[config.mk]
export PLATFORM = sky130hd
export DESIGN_NAME = drac_top
export DESIGN_NICKNAME = d
export VERILOG_FILES = /design/src/logic/drac_pkg.sv /design/src/logic/rt_block_writer.sv /design/src/logic/motor_reg_bank.sv /design/src/logic/wdog_timer.sv /design/src/logic/pwm_gen.sv /design/src/logic/drac_top.sv
export SDC_FILE = /design/constraint.sdc
export NUM_CORES = 1
export LEC_CHECK = 0
export ABC_AREA = 1
export BUFFER_PORTS_ARGS = -buffer_cell sky130_fd_sc_hd__buf_2
export CAP_MARGIN = 30
export CORE_ASPECT_RATIO = 0.75
export CORE_MARGIN = 1.5
export CORE_UTILIZATION = 45
export CTS_CLUSTER_DIAMETER = 120
export DETAILED_ROUTE_END_ITERATION = 10
export GPL_TIMING_DRIVEN = 0
export PLACE_DENSITY = 0.67
export SETUP_SLACK_MARGIN = 0.05
export SYNTH_ARGS = -nofsm -noshare
export SYNTH_HDL_FRONTEND = slang
export SYNTH_SLANG_ARGS = --single-unit
export TNS_END_PERCENT = 10
[constraint.sdc]
create_clock -name sysclk -period 5.2 [get_ports sysclk]
set_input_delay 1.04 -clock sysclk [delete_from_list [all_inputs] [get_ports sysclk]]
set_output_delay 1.04 -clock sysclk [all_outputs]
set_load 0.01 [all_outputs]
[src/logic/drac_pkg.sv]
//############################
// shared bus and motor types
// channel count, register offsets
// watchdog and pwm constants
//############################

`default_nettype none

package drac_pkg;

    // sizing
    localparam int NUM_MOTORS    = 4;
    localparam int PWM_BITS      = 8;     // 256 sysclk pwm period
    localparam int WDOG_TICK     = 16;    // sysclk cycles per wdog count
    localparam int WDOG_PRE_BITS = $clog2(WDOG_TICK);
    localparam int WDOG_BITS     = 16;

    // bus types
    typedef logic [15:0]             addr_t;
    typedef logic [31:0]             quad_t;
    typedef logic [3:0]              chan_t;      // 0 board, 1..NUM_MOTORS motors
    typedef logic [3:0]              ofs_t;       // register offset in channel
    typedef logic [3:0]              board_id_t;
    typedef logic [PWM_BITS-1:0]     duty_t;
    typedef logic [NUM_MOTORS-1:0]   mask_t;      // one bit per motor
    typedef logic [WDOG_BITS-1:0]    wdog_t;      // period in ticks

    // address layout: [15:8] zero, [7:4] channel, [3:0] offset
    localparam int ADDR_CHAN_LSB = 4;
    localparam int ADDR_HI_LSB   = ADDR_CHAN_LSB + $bits(chan_t);

    localparam chan_t CHAN_BOARD = 4'd0;

    // board channel offsets
    localparam ofs_t OFS_STATUS   = 4'd0;
    localparam ofs_t OFS_WDOG     = 4'd3;
    // motor channel offsets
    localparam ofs_t OFS_SETPOINT = 4'd0;

    // status word fields
    localparam int STAT_TO_BIT = 4;       // timeout flag, write 1 to clear
    localparam int STAT_EN_LSB = 8;       // motor enable mask

    // block writer states
    typedef enum logic [1:0] {
        RTW_IDLE,
        RTW_HEADER,
        RTW_DATA
    } rtw_state_t;

endpackage

`default_nettype wire

[src/logic/rt_block_writer.sv]
//############################
// real-time block writer
// quadlet stream -> per-channel writes
//############################

`timescale 1ns/1ps
`default_nettype none

module rt_block_writer (
    input  wire                   sysclk,
    input  wire                   rst_n,
    input  wire                   blk_wstart,   // start of block
    input  wire                   blk_wen,      // one quadlet
    input  wire drac_pkg::quad_t  blk_wdata,
    output logic                  rt_wen,
    output drac_pkg::chan_t       rt_waddr,     // channel only, no offset
    output drac_pkg::quad_t       rt_wdata
);

    drac_pkg::rtw_state_t state;
    drac_pkg::chan_t      quad_cnt;      // channel for the next quadlet
    logic                 accept;        // quadlet belongs to current block
    logic                 last_quad;

    // header goes to board channel, then motors 1..NUM_MOTORS
    assign accept    = blk_wen && !blk_wstart && (state != drac_pkg::RTW_IDLE);
    assign last_quad = (quad_cnt == drac_pkg::chan_t'(drac_pkg::NUM_MOTORS));

    always_ff @(posedge sysclk) begin
        if (!rst_n) begin
            state    <= drac_pkg::RTW_IDLE;
            quad_cnt <= drac_pkg::CHAN_BOARD;
            rt_wen   <= 1'b0;
        end else begin
            rt_wen <= 1'b0;                          // single-cycle strobe
            if (blk_wstart) begin
                state    <= drac_pkg::RTW_HEADER;    // restart, even mid-block
                quad_cnt <= drac_pkg::CHAN_BOARD;
            end else if (blk_wen) begin
                case (state)
                    drac_pkg::RTW_HEADER: begin
                        rt_wen   <= 1'b1;            // enable mask write
                        quad_cnt <= quad_cnt + 1'b1;
                        state    <= drac_pkg::RTW_DATA;
                    end
                    drac_pkg::RTW_DATA: begin
                        rt_wen   <= 1'b1;            // setpoint write
                        quad_cnt <= quad_cnt + 1'b1;
                        if (last_quad) begin
                            state <= drac_pkg::RTW_IDLE;
                        end
                    end
                    default: begin
                        state <= drac_pkg::RTW_IDLE; // excess quadlets dropped
                    end
                endcase
            end
        end
    end

    // payload, only qualified by rt_wen downstream
    always_ff @(posedge sysclk) begin
        if (accept) begin
            rt_waddr <= quad_cnt;
            rt_wdata <= blk_wdata;
        end
    end

endmodule

`default_nettype wire

[src/logic/motor_reg_bank.sv]
//############################
// motor register bank
// setpoints, enable mask, wdog period
// rt/host write arbitration, read path
//############################

`timescale 1ns/1ps
`default_nettype none

module motor_reg_bank (
    input  wire                        sysclk,
    input  wire                        rst_n,
    input  wire drac_pkg::board_id_t   board_id,
    // host register bus
    input  wire                        reg_wen,
    input  wire drac_pkg::addr_t       reg_waddr,
    input  wire drac_pkg::quad_t       reg_wdata,
    input  wire                        reg_ren,
    input  wire drac_pkg::addr_t       reg_raddr,
    output logic                       reg_rvalid,
    output drac_pkg::quad_t            reg_rdata,
    // real-time writes
    input  wire                        rt_wen,
    input  wire drac_pkg::chan_t       rt_waddr,
    input  wire drac_pkg::quad_t       rt_wdata,
    // watchdog
    input  wire                        wdog_timeout,
    output drac_pkg::wdog_t            wdog_period,
    output logic                       wdog_clear,
    // to pwm
    output drac_pkg::duty_t [drac_pkg::NUM_MOTORS-1:0] duty,
    output drac_pkg::mask_t            motor_en
);

    drac_pkg::quad_t setpoint [drac_pkg::NUM_MOTORS];

    drac_pkg::chan_t wchan, rchan;
    drac_pkg::ofs_t  wofs, rofs;
    logic            w_page0, r_page0;   // upper address bits clear
    logic            wr_status, wr_wdog, wr_setpt;
    logic            rt_board;           // rt header write
    logic            to_d, to_rise;
    drac_pkg::quad_t rd_mux;

    // address split
    assign wchan   = reg_waddr[drac_pkg::ADDR_CHAN_LSB +: $bits(drac_pkg::chan_t)];
    assign rchan   = reg_raddr[drac_pkg::ADDR_CHAN_LSB +: $bits(drac_pkg::chan_t)];
    assign wofs    = reg_waddr[$bits(drac_pkg::ofs_t)-1:0];
    assign rofs    = reg_raddr[$bits(drac_pkg::ofs_t)-1:0];
    assign w_page0 = (reg_waddr[$bits(drac_pkg::addr_t)-1:drac_pkg::ADDR_HI_LSB] == '0);
    assign r_page0 = (reg_raddr[$bits(drac_pkg::addr_t)-1:drac_pkg::ADDR_HI_LSB] == '0);

    // host write decode
    assign wr_status = reg_wen && w_page0 && (wchan == drac_pkg::CHAN_BOARD)
                       && (wofs == drac_pkg::OFS_STATUS);
    assign wr_wdog   = reg_wen && w_page0 && (wchan == drac_pkg::CHAN_BOARD)
                       && (wofs == drac_pkg::OFS_WDOG);
    assign wr_setpt  = reg_wen && w_page0 && (wchan != drac_pkg::CHAN_BOARD)
                       && (wofs == drac_pkg::OFS_SETPOINT);
    assign rt_board  = rt_wen && (rt_waddr == drac_pkg::CHAN_BOARD);

    assign wdog_clear = wr_status && reg_wdata[drac_pkg::STAT_TO_BIT];  // write-1-to-clear
    assign to_rise    = wdog_timeout && !to_d;

    always_ff @(posedge sysclk) begin
        if (!rst_n) begin
            for (int i = 0; i < drac_pkg::NUM_MOTORS; i++) begin
                setpoint[i] <= '0;
            end
            motor_en    <= '0;
            wdog_period <= '0;
            to_d        <= 1'b0;
        end else begin
            to_d <= wdog_timeout;
            for (int i = 0; i < drac_pkg::NUM_MOTORS; i++) begin
                if (rt_wen && (rt_waddr == drac_pkg::chan_t'(i + 1))) begin
                    setpoint[i] <= rt_wdata;            // rt wins
                end else if (wr_setpt && (wchan == drac_pkg::chan_t'(i + 1))) begin
                    setpoint[i] <= reg_wdata;
                end
            end
            if (to_rise) begin
                motor_en <= '0;                         // drop enables once on timeout
            end else if (rt_board) begin
                motor_en <= drac_pkg::mask_t'(rt_wdata);  // header low bits
            end else if (wr_status) begin
                motor_en <= reg_wdata[drac_pkg::STAT_EN_LSB +: drac_pkg::NUM_MOTORS];
            end
            if (wr_wdog) begin
                wdog_period <= drac_pkg::wdog_t'(reg_wdata);
            end
        end
    end

    // duty is the low bits of each setpoint
    always_comb begin
        for (int i = 0; i < drac_pkg::NUM_MOTORS; i++) begin
            duty[i] = drac_pkg::duty_t'(setpoint[i]);
        end
    end

    // read mux
    always_comb begin
        rd_mux = '0;                                     // unmapped reads 0
        if (r_page0) begin
            if (rchan == drac_pkg::CHAN_BOARD) begin
                case (rofs)
                    drac_pkg::OFS_STATUS: begin
                        rd_mux[$bits(drac_pkg::board_id_t)-1:0] = board_id;
                        rd_mux[drac_pkg::STAT_TO_BIT] = wdog_timeout;
                        rd_mux[drac_pkg::STAT_EN_LSB +: drac_pkg::NUM_MOTORS] = motor_en;
                    end
                    drac_pkg::OFS_WDOG: rd_mux = drac_pkg::quad_t'(wdog_period);
                    default: rd_mux = '0;
                endcase
            end else if (rofs == drac_pkg::OFS_SETPOINT) begin
                for (int i = 0; i < drac_pkg::NUM_MOTORS; i++) begin
                    if (rchan == drac_pkg::chan_t'(i + 1)) begin
                        rd_mux = setpoint[i];            // full 32-bit readback
                    end
                end
            end
        end
    end

    // registered read, valid one cycle after ren
    always_ff @(posedge sysclk) begin
        if (!rst_n) begin
            reg_rvalid <= 1'b0;
            reg_rdata  <= '0;
        end else begin
            reg_rvalid <= reg_ren;
            if (reg_ren) begin
                reg_rdata <= rd_mux;
            end
        end
    end

endmodule

`default_nettype wire

[src/logic/wdog_timer.sv]
//############################
// watchdog timer
// prescaler + tick counter
// sticky timeout flag
//############################

`timescale 1ns/1ps
`default_nettype none

module wdog_timer (
    input  wire                    sysclk,
    input  wire                    rst_n,
    input  wire                    reg_wen,       // any host write
    input  wire                    rt_wen,        // any rt write
    input  wire drac_pkg::wdog_t   wdog_period,   // 0 -> disabled
    input  wire                    wdog_clear,
    output logic                   wdog_timeout
);

    logic [drac_pkg::WDOG_PRE_BITS-1:0] presc;    // sysclk -> tick divider
    drac_pkg::wdog_t                    tick_cnt;
    logic                               restart;
    logic                               armed;
    logic                               tick;
    logic                               expired;

    assign restart = reg_wen || rt_wen;
    assign armed   = (wdog_period != '0);
    assign tick    = (presc == drac_pkg::WDOG_PRE_BITS'(drac_pkg::WDOG_TICK - 1));
    assign expired = armed && !restart && (tick_cnt >= wdog_period);

    always_ff @(posedge sysclk) begin
        if (!rst_n) begin
            presc        <= '0;
            tick_cnt     <= '0;
            wdog_timeout <= 1'b0;
        end else begin
            // counts frozen while disabled or already timed out
            if (restart || !armed || wdog_timeout) begin
                presc    <= '0;
                tick_cnt <= '0;
            end else begin
                presc <= tick ? '0 : presc + 1'b1;
                if (tick) begin
                    tick_cnt <= tick_cnt + 1'b1;
                end
            end
            if (wdog_clear) begin
                wdog_timeout <= 1'b0;
            end else if (expired) begin
                wdog_timeout <= 1'b1;           // sticky until cleared
            end
        end
    end

endmodule

`default_nettype wire

[src/logic/pwm_gen.sv]
//############################
// pwm bank
// shared counter, per-motor compare
//############################

`timescale 1ns/1ps
`default_nettype none

module pwm_gen (
    input  wire                    sysclk,
    input  wire                    rst_n,
    input  wire drac_pkg::duty_t [drac_pkg::NUM_MOTORS-1:0] duty,
    input  wire drac_pkg::mask_t   motor_en,
    input  wire                    wdog_timeout,   // forces all outputs low
    output logic [drac_pkg::NUM_MOTORS-1:0] pwm_out
);

    drac_pkg::duty_t                             cnt;       // free running
    drac_pkg::duty_t [drac_pkg::NUM_MOTORS-1:0] duty_lat;  // active duties
    logic                                        wrap;

    assign wrap = (cnt == '1);   // last cycle of period

    always_ff @(posedge sysclk) begin
        if (!rst_n) begin
            cnt      <= '0;
            duty_lat <= '0;
        end else begin
            cnt <= cnt + 1'b1;
            // new duties start with count 0
            if (wrap) begin
                duty_lat <= duty;
            end
        end
    end

    // high for duty cycles out of 256
    always_comb begin
        for (int i = 0; i < drac_pkg::NUM_MOTORS; i++) begin
            pwm_out[i] = motor_en[i] && !wdog_timeout && (cnt < duty_lat[i]);
        end
    end

endmodule

`default_nettype wire

[src/logic/drac_top.sv]
//############################
// board top
// bus side -> motor controller side
//############################

`timescale 1ns/1ps
`default_nettype none

module drac_top (
    input  wire                        sysclk,
    input  wire                        rst_n,
    input  wire drac_pkg::board_id_t   board_id,      // static board switch
    // single register access
    input  wire                        reg_wen,
    input  wire drac_pkg::addr_t       reg_waddr,
    input  wire drac_pkg::quad_t       reg_wdata,
    input  wire                        reg_ren,
    input  wire drac_pkg::addr_t       reg_raddr,
    output logic                       reg_rvalid,
    output drac_pkg::quad_t            reg_rdata,
    // real-time block write stream
    input  wire                        blk_wstart,
    input  wire                        blk_wen,
    input  wire drac_pkg::quad_t       blk_wdata,
    // motor side
    output logic [drac_pkg::NUM_MOTORS-1:0] pwm_out,
    output logic                       wdog_timeout
);

    // rt write path
    logic                                        rt_wen;
    drac_pkg::chan_t                             rt_waddr;
    drac_pkg::quad_t                             rt_wdata;
    // watchdog control
    drac_pkg::wdog_t                             wdog_period;
    logic                                        wdog_clear;
    // pwm setup
    drac_pkg::duty_t [drac_pkg::NUM_MOTORS-1:0] duty;
    drac_pkg::mask_t                             motor_en;

    rt_block_writer u_rtw (
        .sysclk     (sysclk),
        .rst_n      (rst_n),
        .blk_wstart (blk_wstart),
        .blk_wen    (blk_wen),
        .blk_wdata  (blk_wdata),
        .rt_wen     (rt_wen),
        .rt_waddr   (rt_waddr),
        .rt_wdata   (rt_wdata)
    );

    motor_reg_bank u_regs (
        .sysclk       (sysclk),
        .rst_n        (rst_n),
        .board_id     (board_id),
        .reg_wen      (reg_wen),
        .reg_waddr    (reg_waddr),
        .reg_wdata    (reg_wdata),
        .reg_ren      (reg_ren),
        .reg_raddr    (reg_raddr),
        .reg_rvalid   (reg_rvalid),
        .reg_rdata    (reg_rdata),
        .rt_wen       (rt_wen),
        .rt_waddr     (rt_waddr),
        .rt_wdata     (rt_wdata),
        .wdog_timeout (wdog_timeout),
        .wdog_period  (wdog_period),
        .wdog_clear   (wdog_clear),
        .duty         (duty),
        .motor_en     (motor_en)
    );

    wdog_timer u_wdog (
        .sysclk       (sysclk),
        .rst_n        (rst_n),
        .reg_wen      (reg_wen),      // host writes kick the dog too
        .rt_wen       (rt_wen),
        .wdog_period  (wdog_period),
        .wdog_clear   (wdog_clear),
        .wdog_timeout (wdog_timeout)
    );

    pwm_gen u_pwm (
        .sysclk       (sysclk),
        .rst_n        (rst_n),
        .duty         (duty),
        .motor_en     (motor_en),
        .wdog_timeout (wdog_timeout),
        .pwm_out      (pwm_out)
    );

endmodule

`default_nettype wire

==> results_dict.tcl, run 1 <==
set metrics [dict create \
    min_to "u_rtw.rt_waddr[3]" \
    synth_area_um2 13980 \
    die_h_um 155.6 \
    crit_fanout 14 \
    synthMuxAreaShare 0 \
    async_reset_ff_frac 0 \
    yosysWarningCount 0 \
    htreeDepth 1 \
    worst_setup_path_end_kind "flip-flop" \
    fin_setup_tns_ns 0 \
    postRouteAntennaNets 0 \
    power.leakage_nw 6.891 \
    reg2regPathDepth 8 \
    grt_max_degree 33 \
    start_util 0.4606 \
    drtIter0Drc 1574 \
    wire_per_inst_um 19.88 \
    dp_hpwl_um 32570 \
    hold_buffers 0 \
    ys_types 39 \
    setup_violations 0 \
    dr_total_vias 12490 \
    fp.dieArea_um2 32140 \
    ys_ff_latch 286 \
    combPwrFrac 0.055 \
    cap_viol_max_count 0 \
    tightest_slew_ns 0.9607 \
    pin_count 144 \
    drive_gt1_frac 0.1576 \
    sw_frac_of_total 0.2338 \
    finalPower_mw 4.904 \
    status "finished, final reports clean" \
    hold_depth 0 \
    n_antenna_cell 0 \
    hold_viol 0 \
    synth_xor_area_frac 0.006892 \
    synth-edff-count 164 \
    final_cells 2207 \
    syn2layout_area_growth_pct 16.81 \
    grt_pass1_vias 11590 \
    via_per_inst 5.661 \
    period_share 0.6884 \
    drv_slew 0 \
    cts_resized 0 \
    p_clk_frac 0.444 \
    start_kind "input pin" \
    port_buffers 142 \
    reg2reg_to "u_regs.setpoint[1][17]" \
    clock-sinks 286 \
    p_seq_frac 0.501 \
    synthAdderAreaFrac 0.04654 \
    hold_class "reg -> reg" \
    postSynthCellCount 1606 \
    yosys.area.top_type "edfxtp_1" \
    p_int_mw 3.757 \
    ys.flop_type "edfxtp_1" \
    clk_latency_ns 0.56 \
    cts-root-buf "clkbuf_16" \
    avgSynthCellArea_um2 8.705 \
    critical_path_required_ns 5.51 \
    fin_skew_ns 0.008760 \
    coreArea_um2 30350 \
    synthMostInstantiatedCell "nand2_1" \
    drt-pass1-iter-count 6 \
    cts_setup_buffers 0 \
    timing.hold.ws_ns 0.4355 \
    dp.cells 2154 \
    cts_buffers 28 \
    fp-row-count 55 \
    wl_um 43880 \
    yosys.area_share.simple 0.1991 \
    power.density_nw_per_um2 300.3 \
    cp.arrival_ns 3.89 \
    grt.total_usage 0.2714 \
    rsz0062_at_grt "no" \
    grt_pass1_wl_um 66060 \
    relSlewSlack 0.3595 \
    rr_startpoint "u_rtw.rt_waddr[3]" \
    ys_seq_area_frac 0.5270 \
    ir_worst_vdd_mv 0.2739 \
    path_clk_slew_ns 0.07 \
    synth_top_family_by_area "simple AND/OR/NAND/NOR gates" \
    cts_tree "built" \
    fmax_mhz 279.4 \
    crit_type "in -> reg" \
    antenna_found_initial 2 \
    reg2reg_setup_slack_ns 1.81 \
    dieWidth_um 206.5 \
    overflow 0 \
    p_switching_mw 1.146 \
    gp_congestion 0.9692 \
    hold_path_startpoint "u_rtw.quad_cnt[3]" \
    clk_path_buf_depth 3 \
    fin_nets 1944 \
    synth_compound_area_frac 0.1378 \
    netlist_top_cells_count "313 x nand2_1, 200 x inv_1, 164 x edfxtp_1, 127 x a21oi_1, 122 x dfxtp_1" \
    drc 0 \
    yosysTopAreaCellShare 0.3523 \
    fin_crit_ns 3.579 \
    syn-num-nets 1764 \
    synth.area.top_cells "edfxtp_1 35%, dfxtp_1 17%, nand2_1 8.4%" \
]
[per-stage QoR]
stage | area (um^2) | setup WS (ns) | utilization
final | 16330 | 1.621 | 0.5381
after global routing | 16330 | 1.640 | 0.5381
after CTS | 16320 | 1.809 | 0.5376
after detailed placement | 15320 | 1.239 | 0.5049
after global placement | 15190 | -0.6752 | 0.5005
after floorplan | 13980 | 1.133 | -
[final cells by class]
class | instances | area, um^2
fillers | 2764 | 14020
flip-flops and latches | 286 | 7367
multi-input cells | 1034 | 5475
clock buffers | 37 | 872.1
repair buffers | 150 | 840.8
inverters | 205 | 769.5
well taps | 399 | 499.2
plain buffers | 81 | 385.4
clock inverters | 15 | 120.1
[state kept, by name, summed over array words and instances, names as in the netlist]
| register | count |
|---|---|
| u_rtw.rt_wen | 1 |
| u_wdog.tick_cnt | 16 |
| u_rtw.quad_cnt | 4 |
| u_regs.setpoint | 128 |
| u_wdog.presc | 4 |
| u_pwm.cnt | 8 |
| u_wdog.wdog_timeout | 1 |
| u_rtw.rt_wdata | 32 |
| u_pwm.duty_lat | 32 |
| u_regs.motor_en | 4 |
| u_regs.reg_rdata | 32 |
| u_regs.to_d | 1 |
| u_rtw.state | 2 |
| u_rtw.rt_waddr | 4 |
| u_regs.wdog_period | 16 |
| u_regs.reg_rvalid | 1 |
[critical path, cell delays in order]
cell and delay [ns]:
buf_2 0.17, clkbuf_1 0.66, clkbuf_1 0.73, nand3b_1 0.71
buf_8 0.39, buf_16 0.17
[worst max-delay path by stage]
stage | startpoint | to | slack [ns]
6_report | rst_n | u_regs.setpoint[1][17] | 1.62
5_1_grt | rst_n | u_regs.setpoint[1][20] | 1.64
4_1_cts | rst_n | u_regs.setpoint[1][10] | 1.81
3_5_place_dp | rst_n | u_regs.setpoint[1][10] | 1.24
3_3_place_gp | blk_wstart | u_rtw.rt_wdata[24] | -0.68
2_1_floorplan | blk_wstart | u_rtw.rt_waddr[0] | 1.13
[power by group through the flow]
stage	Combinational (mW)	Clock, mW	Sequential [mW]
after detailed placement	0.262	0	2.51
after CTS	0.263	2.18	2.46
final	0.270	2.18	2.46
after floorplan	0.135	0	2.50
after global routing	0.292	2.27	2.46
after global placement	0.247	0	2.51
[kinds of logic (layout without fill, tap and decap cells)]
logic type,count (synthesis),count (layout)
AND/OR/NAND/NOR,615,615
buffers and inverters,286,488
AO/OA/AOI/OAI,356,356
adder cells (fa/ha/maj),52,52
flip-flops,286,286
XOR/XNOR,11,11
[placed cells by master (no fill, tap or decap), types with 2 or more instances in the layout]
cell	n
o21ai_1	24
buf_2	171
nand2_2	2
nor3_4	4
nand3_2	5
clkbuf_1	46
or2_2	19
nor3b_1	2
ha_1	52
clkinv_2	6
buf_12	2
o21ai_0	101
inv_2	5
clkinvlp_4	2
nand3b_1	4
nor2_2	6
nor2_1	98
clkinv_4	3
dfxtp_1	122
nor2_4	3
clkbuf_8	2
buf_6	6
inv_1	200
a21oi_1	127
inv_4	3
clkbuf_16	34
buf_8	2
xnor2_1	3
nand2_1	312
nand3_1	83
o22ai_1	96
buf_4	3
edfxtp_1	164
nor3_2	2
a211o_1	4
nor3_1	18
nand4_1	53
xor2_1	8
[per-layer routing]
layer  routed length [um]  part of all wire  vias up  GRT usage
li1                     -                 -     5877          -
met1                18920              0.43     5732     0.4024
met2                17770              0.40      789     0.3883
met3                 6147              0.14       94    0.07268
met4                 1028             0.023        2    0.07177
met5                   13           0.00030        -          0
Power figures use the tool's default switching activity.
==> run 2: changes to the inputs <==
Settings changed: PLACE_DENSITY 0.67 to 0.69.
Clock period 5.2 ns to 3.1 ns, I/O delays scaled along.
==> run 2 against run 1 <==
Hold slack worse by 0.20 ns; largest power group unchanged; die area stayed put; final cell count barely moved.
==> results_dict.tcl, run 2 (synthesis results as in run 1) <==
set metrics [dict create \
    mostFrequentLayoutCells "312 x nand2_1, 200 x inv_1, 171 x buf_2" \
    n_antenna_cell 0 \
    setup.worst_path.end "u_regs.setpoint[0][20]" \
    dieWidth_um 206.5 \
    hold_path_startpoint "blk_wdata[24]" \
    port_buffers 142 \
    fp-row-count 55 \
    drtIter0Drc 1854 \
    die_h_um 155.6 \
    hold_class "in -> reg" \
    syn2layout_area_growth_pct 16.18 \
    drc 0 \
    start_util 0.4606 \
    cp.arrival_ns 2.96 \
    top_register "u_regs.setpoint" \
    relSlewSlack 0.3785 \
    fillers 2795 \
    rr_startpoint "u_rtw.rt_waddr[3]" \
    power.leakage_nw 6.845 \
    setup_ws_ns 0.2309 \
    grt_max_degree 33 \
    crit_fanout 32 \
    fin_nets 1945 \
    gp_congestion 0.9434 \
    cts-root-buf "clkbuf_16" \
    hold_buffers 0 \
    via_per_inst 5.656 \
    dp.cells 2153 \
    drv_slew 0 \
    reg2reg_to "u_regs.setpoint[0][20]" \
    worst_setup_path_end_kind "flip-flop" \
    wl_um 43750 \
    reg2regPathDepth 6 \
    setup_violations 0 \
    met3_usage 0.08208 \
    cp-startpoint "u_rtw.rt_waddr[3]" \
    period_share 0.9255 \
    coreArea_um2 30350 \
    wire_per_inst_um 19.81 \
    power.density_nw_per_um2 488.0 \
    fin_setup_tns_ns 0 \
    clk_latency_ns 0.56 \
    fin_crit_ns 2.869 \
    ir_worst_vdd_mv 0.3723 \
    use_met1 0.4050 \
    dp_hpwl_um 32740 \
    path_clk_slew_ns 0.06 \
    post-place-ws_ns -0.3900 \
    htreeDepth 1 \
    largest_register_ffs 128 \
    status "finished, final reports clean" \
    overflow 0 \
    critical_path_required_ns 3.19 \
    grt-busiest-layer "met1" \
    final_cells 2208 \
    grt_pass1_wl_um 65630 \
    met2_usage 0.3824 \
    postLayoutCoreUtil 0.5352 \
    hold_viol 0 \
    cts_tree "built" \
    postRouteAntennaNets 0 \
    cts_buffers 29 \
    reg2reg_setup_slack_ns 0.23 \
    finalPower_mw 7.925 \
    fmax_mhz 348.5 \
    start_kind "flip-flop" \
    fin_skew_ns 0.01232 \
    crit_type "reg -> reg" \
    multi_input_area_um2 5482 \
    grt_pass1_vias 11470 \
    regArea_um2 7367 \
    rsz0062_at_grt "no" \
    drt-pass1-iter-count 7 \
    pin_count 144 \
    dr_total_vias 12490 \
    grt.total_usage 0.2721 \
    mostFrequentLayoutCell "nand2_1" \
    clock-sinks 286 \
    cap_viol_max_count 0 \
    tightest_slew_ns 0.9290 \
    antenna_found_initial 0 \
    clk_path_buf_depth 3 \
    drive_gt1_frac 0.1526 \
    fp.dieArea_um2 32140 \
]
==> run 2: worst min path at each step <==
stage / depth (start not counted) / slack, ns / endpoint
floorplan: 0 / 0.41 / u_rtw.rt_waddr[3]
global placement: 0 / 0.42 / u_rtw.rt_waddr[3]
detailed placement: 0 / 0.44 / u_rtw.rt_waddr[3]
CTS: 1 / 0.22 / u_rtw.rt_wdata[12]
global route: 1 / 0.22 / u_rtw.rt_wdata[28]
finish: 1 / 0.24 / u_rtw.rt_wdata[24]
==> run 2: cell type report <==
type / instances / area share
clock buffers: 46 / 0.05300
flip-flops and latches: 286 / 0.4536
plain buffers: 81 / 0.02373
repair buffers: 150 / 0.05215
clock inverters: 7 / 0.001926
multi-input cells: 1034 / 0.3375
well taps: 399 / 0.03074
inverters: 205 / 0.04738
==> run 2: power breakdown <==
group / switching, mW / total (mW) / internal, mW
clock network: 1.46 / 3.35 / 1.89
registers: 0.0405 / 4.12 / 4.08
logic: 0.311 / 0.454 / 0.143
total: 1.81 / 7.93 / 6.11
==> run 2: metal layers <==
layer  vias up  share of wire
met1      5772           0.43
met3        97           0.14
met2       754           0.41
li1       5866              -
met5         -              0
met4         0          0.022
==> run 2: critical path, stage by stage, from the launching register on <==
cell and delay [ns]:
edfxtp_1 0.38, or2_2 0.37, nor4_2 0.46, nor2_1 0.08, nand2_1 0.20, buf_2 0.31
nand2_2 0.59
==> run 2: through the flow <==
stage / instance area, um^2 / hold slack, ns
2_1_floorplan: 13980 / 0.4082
3_3_place_gp: 15190 / 0.4185
3_5_place_dp: 15330 / 0.4415
4_1_cts: 16240 / 0.2166
5_1_grt: 16240 / 0.2161
6_report: 16240 / 0.2380
==> run 2: repair_timing <==
action | in CTS | in global routing
resized for setup | 0 | 0
setup endpoints to repair | 22 | 0
buffers inserted | 2 | 0
